<file path="config.mk">
export PLATFORM = sky130hd
export DESIGN_NAME = mem_port_front
export DESIGN_NICKNAME = d
export VERILOG_FILES = /design/src/mem_cfg_pkg.sv /design/src/mem_types_pkg.sv /design/src/mem_port_front.sv
export SDC_FILE = /design/constraint.sdc
export NUM_CORES = 1
export LEC_CHECK = 0
export BUFFER_PORTS_ARGS = -buffer_cell sky130_fd_sc_hd__buf_4
export CAP_MARGIN = 20
export CORE_AREA = 5 5 98 100
export DETAILED_ROUTE_END_ITERATION = 12
export DIE_AREA = 0 0 103 105
export HOLD_SLACK_MARGIN = 0.15
export PLACE_DENSITY = 0.61
export SYNTH_ARGS = -nofsm -noshare
export SYNTH_HDL_FRONTEND = slang
export SYNTH_SLANG_ARGS = --single-unit
</file>
<file path="constraint.sdc">
create_clock -name Bus -period 1.3 [get_ports Bus]
set_clock_uncertainty 0.2 [all_clocks]
set_input_delay 0.065 -clock Bus [delete_from_list [all_inputs] [get_ports Bus]]
set_output_delay 0.065 -clock Bus [all_outputs]
set_load 0.05 [all_outputs]
</file>
<file path="src/mem_cfg_pkg.sv">
// memory configuration package
// sizes of the unified instruction/data memory and the miss model constants

package mem_cfg_pkg;

	// byte address and data word widths
	localparam int ADDR_W = 32;
	localparam int DATA_W = 32;

	// one lane per byte of a word
	localparam int LANES = 4;
	localparam int BYTE_W = DATA_W / LANES;

	// word index into the array, 1024 words deep
	// upper address bits above the index alias onto the same words
	localparam int WORD_IDX_W = 10;

	// addr[3:2] value that takes the slow path
	localparam logic [1:0] SLOW_PAT = 2'b11;

	// wait cycles that a slow request sees before it completes
	localparam int MISS_WAIT_CYC = 2;

endpackage : mem_cfg_pkg
</file>
<file path="src/mem_types_pkg.sv">
// memory types package
// vector types, port request structs, lane structs and the miss model states

package mem_types_pkg;

	import mem_cfg_pkg::*;

	// plain vectors with a meaning
	typedef logic [ADDR_W-1:0]     addr_t;
	typedef logic [DATA_W-1:0]     word_t;
	typedef logic [BYTE_W-1:0]     byte_t;
	typedef logic [LANES-1:0]      mask_t;
	typedef logic [WORD_IDX_W-1:0] word_idx_t;

	// instruction fetch port request
	typedef struct packed {
		addr_t addr;
		logic  req;
	} fetch_req_t;

	// data port request, mask bit i enables byte lane i
	typedef struct packed {
		addr_t addr;
		word_t wd;
		mask_t mask;
		logic  we;
		logic  req;
	} data_req_t;

	// command sent to one byte lane
	typedef struct packed {
		word_idx_t fetch_idx;
		word_idx_t load_idx;
		word_idx_t wr_idx;
		byte_t     wr_byte;
		logic      we;
	} lane_cmd_t;

	// bytes returned from one lane
	typedef struct packed {
		byte_t fetch_byte;
		byte_t load_byte;
	} lane_rd_t;

	// miss model states
	typedef enum logic [1:0] {
		IDLE,
		MISS1,
		RECOVER
	} miss_state_t;

endpackage : mem_types_pkg

</file>
<file path="src/mem_port_front.sv">
// memory port front end
// runs one miss model per port and turns the two requests into per lane commands

`timescale 1ns/10ps

module mem_port_front
	import mem_cfg_pkg::*;
	import mem_types_pkg::*;
(
	input  logic                   Bus,
	input  logic                   arst_n,
	input  fetch_req_t             imem,
	input  data_req_t              dmem,
	output lane_cmd_t [LANES-1:0]  lane_cmd,
	output logic                   imem_wait,
	output logic                   dmem_wait
);

	miss_state_t imem_state, imem_state_nxt;
	miss_state_t dmem_state, dmem_state_nxt;
	word_idx_t   fetch_idx;
	word_idx_t   load_idx;
	logic        store_ok;

	// true when a live request targets the slow address pattern
	function automatic logic slow_req(logic req, addr_t addr);
		return req && (addr[3:2] == SLOW_PAT);
	endfunction

	// mealy wait output of the miss model
	function automatic logic miss_wait(miss_state_t st, logic req, addr_t addr);
		logic w;
		case (st)
			IDLE:    w = slow_req(req, addr);
			MISS1:   w = 1'b1;
			default: w = 1'b0;
		endcase
		return w;
	endfunction

	// next state of the miss model
	function automatic miss_state_t miss_next(miss_state_t st, logic req, addr_t addr);
		miss_state_t nxt;
		case (st)
			IDLE:    nxt = slow_req(req, addr) ? MISS1 : IDLE;
			MISS1:   nxt = RECOVER;
			// held request completes here, then back to idle
			default: nxt = IDLE;
		endcase
		return nxt;
	endfunction

	// each port has its own copy of the model
	assign imem_wait      = miss_wait(imem_state, imem.req, imem.addr);
	assign dmem_wait      = miss_wait(dmem_state, dmem.req, dmem.addr);
	assign imem_state_nxt = miss_next(imem_state, imem.req, imem.addr);
	assign dmem_state_nxt = miss_next(dmem_state, dmem.req, dmem.addr);

	always_ff @(posedge Bus or negedge arst_n) begin
		if (!arst_n) begin
			imem_state <= IDLE;
			dmem_state <= IDLE;
		end else begin
			imem_state <= imem_state_nxt;
			dmem_state <= dmem_state_nxt;
		end
	end

	// word index, bits above it alias
	assign fetch_idx = imem.addr[WORD_IDX_W+1:2];
	assign load_idx  = dmem.addr[WORD_IDX_W+1:2];

	// a store only commits in its completing cycle
	assign store_ok = dmem.req && dmem.we && !dmem_wait;

	// fan the data port out to the byte lanes
	always_comb begin
		for (int i = 0; i < LANES; i++) begin
			lane_cmd[i].fetch_idx = fetch_idx;
			lane_cmd[i].load_idx  = load_idx;
			lane_cmd[i].wr_idx    = load_idx;
			lane_cmd[i].wr_byte   = dmem.wd[i*BYTE_W +: BYTE_W];
			lane_cmd[i].we        = store_ok && dmem.mask[i];
		end
	end

	// a miss never stretches past its wait budget
	a_imem_wait_len: assert property (@(posedge Bus) disable iff (!arst_n)
		imem_wait [*MISS_WAIT_CYC] |=> !imem_wait);
	a_dmem_wait_len: assert property (@(posedge Bus) disable iff (!arst_n)
		dmem_wait [*MISS_WAIT_CYC] |=> !dmem_wait);

	// idle port with no request never stalls
	a_imem_idle_nowait: assert property (@(posedge Bus) disable iff (!arst_n)
		(imem_state == IDLE && !imem.req) |-> !imem_wait);
	a_dmem_idle_nowait: assert property (@(posedge Bus) disable iff (!arst_n)
		(dmem_state == IDLE && !dmem.req) |-> !dmem_wait);

endmodule : mem_port_front

</file>
# --- After elaboration in Yosys (flattened, before gate mapping) ---
# Index checks and enable logic that the tools add are counted.
# W data, S select, Z words.
word_totals:
  wordCells: 23
  inputBits: 105
  out_inout_bits: 158
  register_bits: 4
classes:
  n_reduce_logical: 11
  muxes: 6
  n_eq_ne: 4
ops:
  columns: ["op", "n"]
  rows:
  - ["$logic_and A1 B1 Y1", 8]
  - ["$pmux W2 S2", 2]
  - ["$eq A2 B1 Y1 const B", 2]
  - ["$eq A2 B2 Y1 const B", 2]
  - ["$logic_not A2 Y1", 2]
  - ["$pmux W1 S2", 2]
  - ["$mux W1", 2]
  - ["$logic_not A1 Y1", 1]

# --- Depth between registers and ports, before layout ---
logic_depth:
  ltp_word: 6
  depth_mapped: 2
  ltp_nobuf: 2

# --- Worst setup path before layout ---
# OpenSTA, ideal clock, no wires.
synth_timing:
  path_kind: "register to output"
  startpoint: "register dmem_state[0]"
  endpoint: "output port lane_cmd[0] (netlist name)"
  slack_ns: -0.325
  arrival_time_ns: 1.360
  stages_incl_launch_ff: 3
  path_buffers: 0
  t_required_ns: 1.035
  path_cell_list: "dfrtp_1 a21o_2 a21oi_1"
synth_rtl:
  columns: ["element", "line", "source"]
  rows:
  - ["from (decl)", "mem_port_front.sv:20", "miss_state_t dmem_state, dmem_state_nxt;"]
  - ["from (signal assigned)", "mem_port_front.sv:65", "dmem_state <= dmem_state_nxt;"]
  - ["to (decl)", "mem_port_front.sv:14", "output lane_cmd_t [LANES-1:0] lane_cmd,"]

==> implementation parameters <==
Parameter                              Value

Drt
  Via density ... 2.958
  Detailed-route wire length ... around 2700 um
  Detailed-router iteration count before antenna repair ... 2
  Number of vias after detailed routing ... between 700 and 800
  Drt drc ... 0
  Routed wirelength normalized by instance count ... around 11 um
  Final antenna-violating net count ... 0
  First-iteration detailed-routing DRC count ... 30

Placement
  Placed cell count ... 172
  Weighted congestion reported at the end of routability-driven placement ... between 0.5 and 0.6
  Total half-perimeter wirelength after legalization and detailed placement ... approximately 1600 um
  # port buffers ... 42

Timing
  Slew margin rel. ... approximately two thirds
  RSZ-0062 raised after global routing ... true
  Worst slew pin tran ... 518.8 ps
  Achievable clock frequency ... between 700 and 800 MHz
  Number of slew-limit violations in the final report ... 0
  Fin. Hold Viols ... 0
  Minimum period implied by the final worst setup slack ... roughly 1400 ps
  Total setup violations reported at the end of the flow ... 6
  Worst setup slack after layout ... -87.44 ps
  Final worst-path cycle share ... 106.7%

Outcome
  Status ... complete, but fails checks
  Failing checks ... setup timing

Critical path
  Data required time at the worst endpoint ... between 1000 and 1500 ps
  Maximum fanout encountered on the critical timing path ... 4
  Startpoint Class ... register
  Critical path type ... reg -> out
  Worst Setup End Kind ... primary output
  Arrival time of the worst setup path ... ~1100 ps

Clock tree
  Clock latency reported for the late side of the worst-skew pair ... about 210 ps
  Reg clk slew, reported paths ... ~30 ps
  Clock sink count ... 4
  Number of levels in the clock H-tree ... 1
  Clock buffer count from CTS ... 3
  Clock tree from TritonCTS ... yes
  Buffer levels on the longest clock path ... 2
  Library cell used as clock root buffer ... sky130_fd_sc_hd__clkbuf_8
  Buffers inserted during post-CTS setup optimization ... 0

Synthesis
  Mean area per synthesized cell ... slightly below 8 um2
  Post-synthesis net count ... roughly 280
  Synthesis warning total ... 0
  Synth cell types ... 10
  Seq/Total Area, Yosys ... 7.407%
  Post-synth design cell area ... between 1000 and 1500 um2
  Post-synth top area share ... roughly 84%
  Yosys top cell by area ... sky130_fd_sc_hd__buf_4
  Area contributors post-synth ... sky130_fd_sc_hd__buf_4 (84%), sky130_fd_sc_hd__dfrtp_1 (7.4%), sky130_fd_sc_hd__a21oi_1 (1.5%)
  Synthesis-stage register bit count ... 4
  Number of standard cells after synthesis ... between 150 and 200

Pwr
  Power per cell area ... between 1000 and 1500 nW/um2
  Pleak ... 0.7192 nW
  Overall power of the completed layout ... approximately 1.8 mW
  Peak VDD IR ... 0.0004558 V

GRT
  Total routing resource utilization after global routing ... under 10%
  Global-route wire length before repair ... ~3500 um
  Vias in the first global route ... between 700 and 800
  Overflow left after global routing ... 0
  Pin count of the biggest net entering global routing ... 12
  Number of antenna violations at the first check in global routing ... 0

Floorplan
  Die area ... around 11000 um2
  Height of the chip ... about 110 um
  Site Rows ... 34
  Core Footprint ... 8593 um2
  Floorplan die width ... between 100 and 150 um
  Effective utilization at floorplan ... between 10% and 20%
  Total I/O pin count ... around 260

Layout
  Area Growth Syn to Fin ... 19.81%
  Top library cells by usage in the layout, fill and taps aside ... sky130_fd_sc_hd__dlygate4sd3_1 (48), sky130_fd_sc_hd__buf_4 (36), sky130_fd_sc_hd__buf_12 (8), sky130_fd_sc_hd__buf_16 (8), sky130_fd_sc_hd__buf_6 (6)
  Most frequent standard cell in the layout excluding fill and tap cells ... sky130_fd_sc_hd__dlygate4sd3_1
  Core utilization of the finished layout ... a little under a fifth
  Inserted Diodes ... 0
  Non-filler instance count after layout ... around 240
  Layout Nets ... 238
  Layout cells sized above 1 ... between 50% and 60%

Flow run
  Max-cap viol count ... 0

Worst hold path
  Hold Crit Class ... in -> out
-- through the flow --
step	TNS [ps]	instance area, um2	worst slack (ps)	hold slack [ps]
6_report	-457.1	1619	-87.44	178.9
2_1_floorplan	-177.5	1366	-44.37	-430.6
4_1_cts	-515.6	1609	-100.3	180.7
5_1_grt	-727.1	1619	-131.4	184.5
3_5_place_dp	0	675.6	74.41	-327.4
3_3_place_gp	0	675.6	86.93	-329.3
-- registers in the layout (all words and copies together), names as in the netlist --
| register | count |
|---|---|
| dmem_state | 2 |
| imem_state | 2 |
-- worst max-delay path, stage by stage, from the launching register on --
cell and delay, ps:
sky130_fd_sc_hd__dfrtp_1 380, sky130_fd_sc_hd__a21o_4 210, sky130_fd_sc_hd__a21oi_2 140, sky130_fd_sc_hd__buf_6 170
-- logic make-up (layout without fill, tap and decap cells) --
kind of cell           count (synthesis)  after routing  synth area share [%]
buffers and inverters                153            110                 84.72
AND/OR/NAND/NOR                       10             10                 4.260
AO/OA/AOI/OAI                          7              7                 3.611
flip-flops                             4              4                 7.408
-- report_power, final --
| group | total (mW) | leakage [nW] | switching [mW] | internal, mW |
|---|---|---|---|---|
| combinational | 1.38 | 0.643 | 1.05 | 0.324 |
| sequential | 0.135 | 0.0543 | 0.00466 | 0.130 |
| clock | 0.255 | 0.0216 | 0.0578 | 0.197 |
| total | 1.77 | 0.719 | 1.12 | 0.651 |
-- layout make-up --
class,instances,area (um2)
fill,937,6974
tap,108,135.1
timing repair buffer,106,1199
multi-input combinational,17,140.1
sequential,4,100.1
inverter,1,3.754
clock buffer,3,41.29
-- synth_stat cells (all sizes together) --
cell / instances
a21o: 1
a21oi: 4
a41o: 2
and4: 2
buf: 152
dfrtp: 4
inv: 1
nand3: 4
nor2: 2
nor2b: 2
-- routing by layer --
layer	share of wire, %	global-route usage [%]
met5	0	0
met4	0.44	1.665
met3	20	1.865
met2	59	9.303
met1	20	2.347
-- repair_timing --
item,4_1_cts,5_1_grt
pin swaps,4,0
hold buffers,64,0
hold endpoints to repair,134,0
resized for setup,8,3
endpoints found under the setup margin,6,6
cloned,0,0
-- worst paths after layout --
path	end	slack [ps]	from	cells past startpoint
hold / removal	lane_cmd[22]	180	dmem[43]	1
hold reg to reg	dmem_state[1]	270	dmem_state[1]	1
setup / recovery	lane_cmd[78]	-90	dmem_state[0]	3
min in group asynchronous	imem_state[1]	580	arst_n	3
max in group asynchronous	dmem_state[1]	150	arst_n	3
setup reg to reg	dmem_state[0]	300	dmem_state[1]	2
Power figures use the tool's default switching activity.
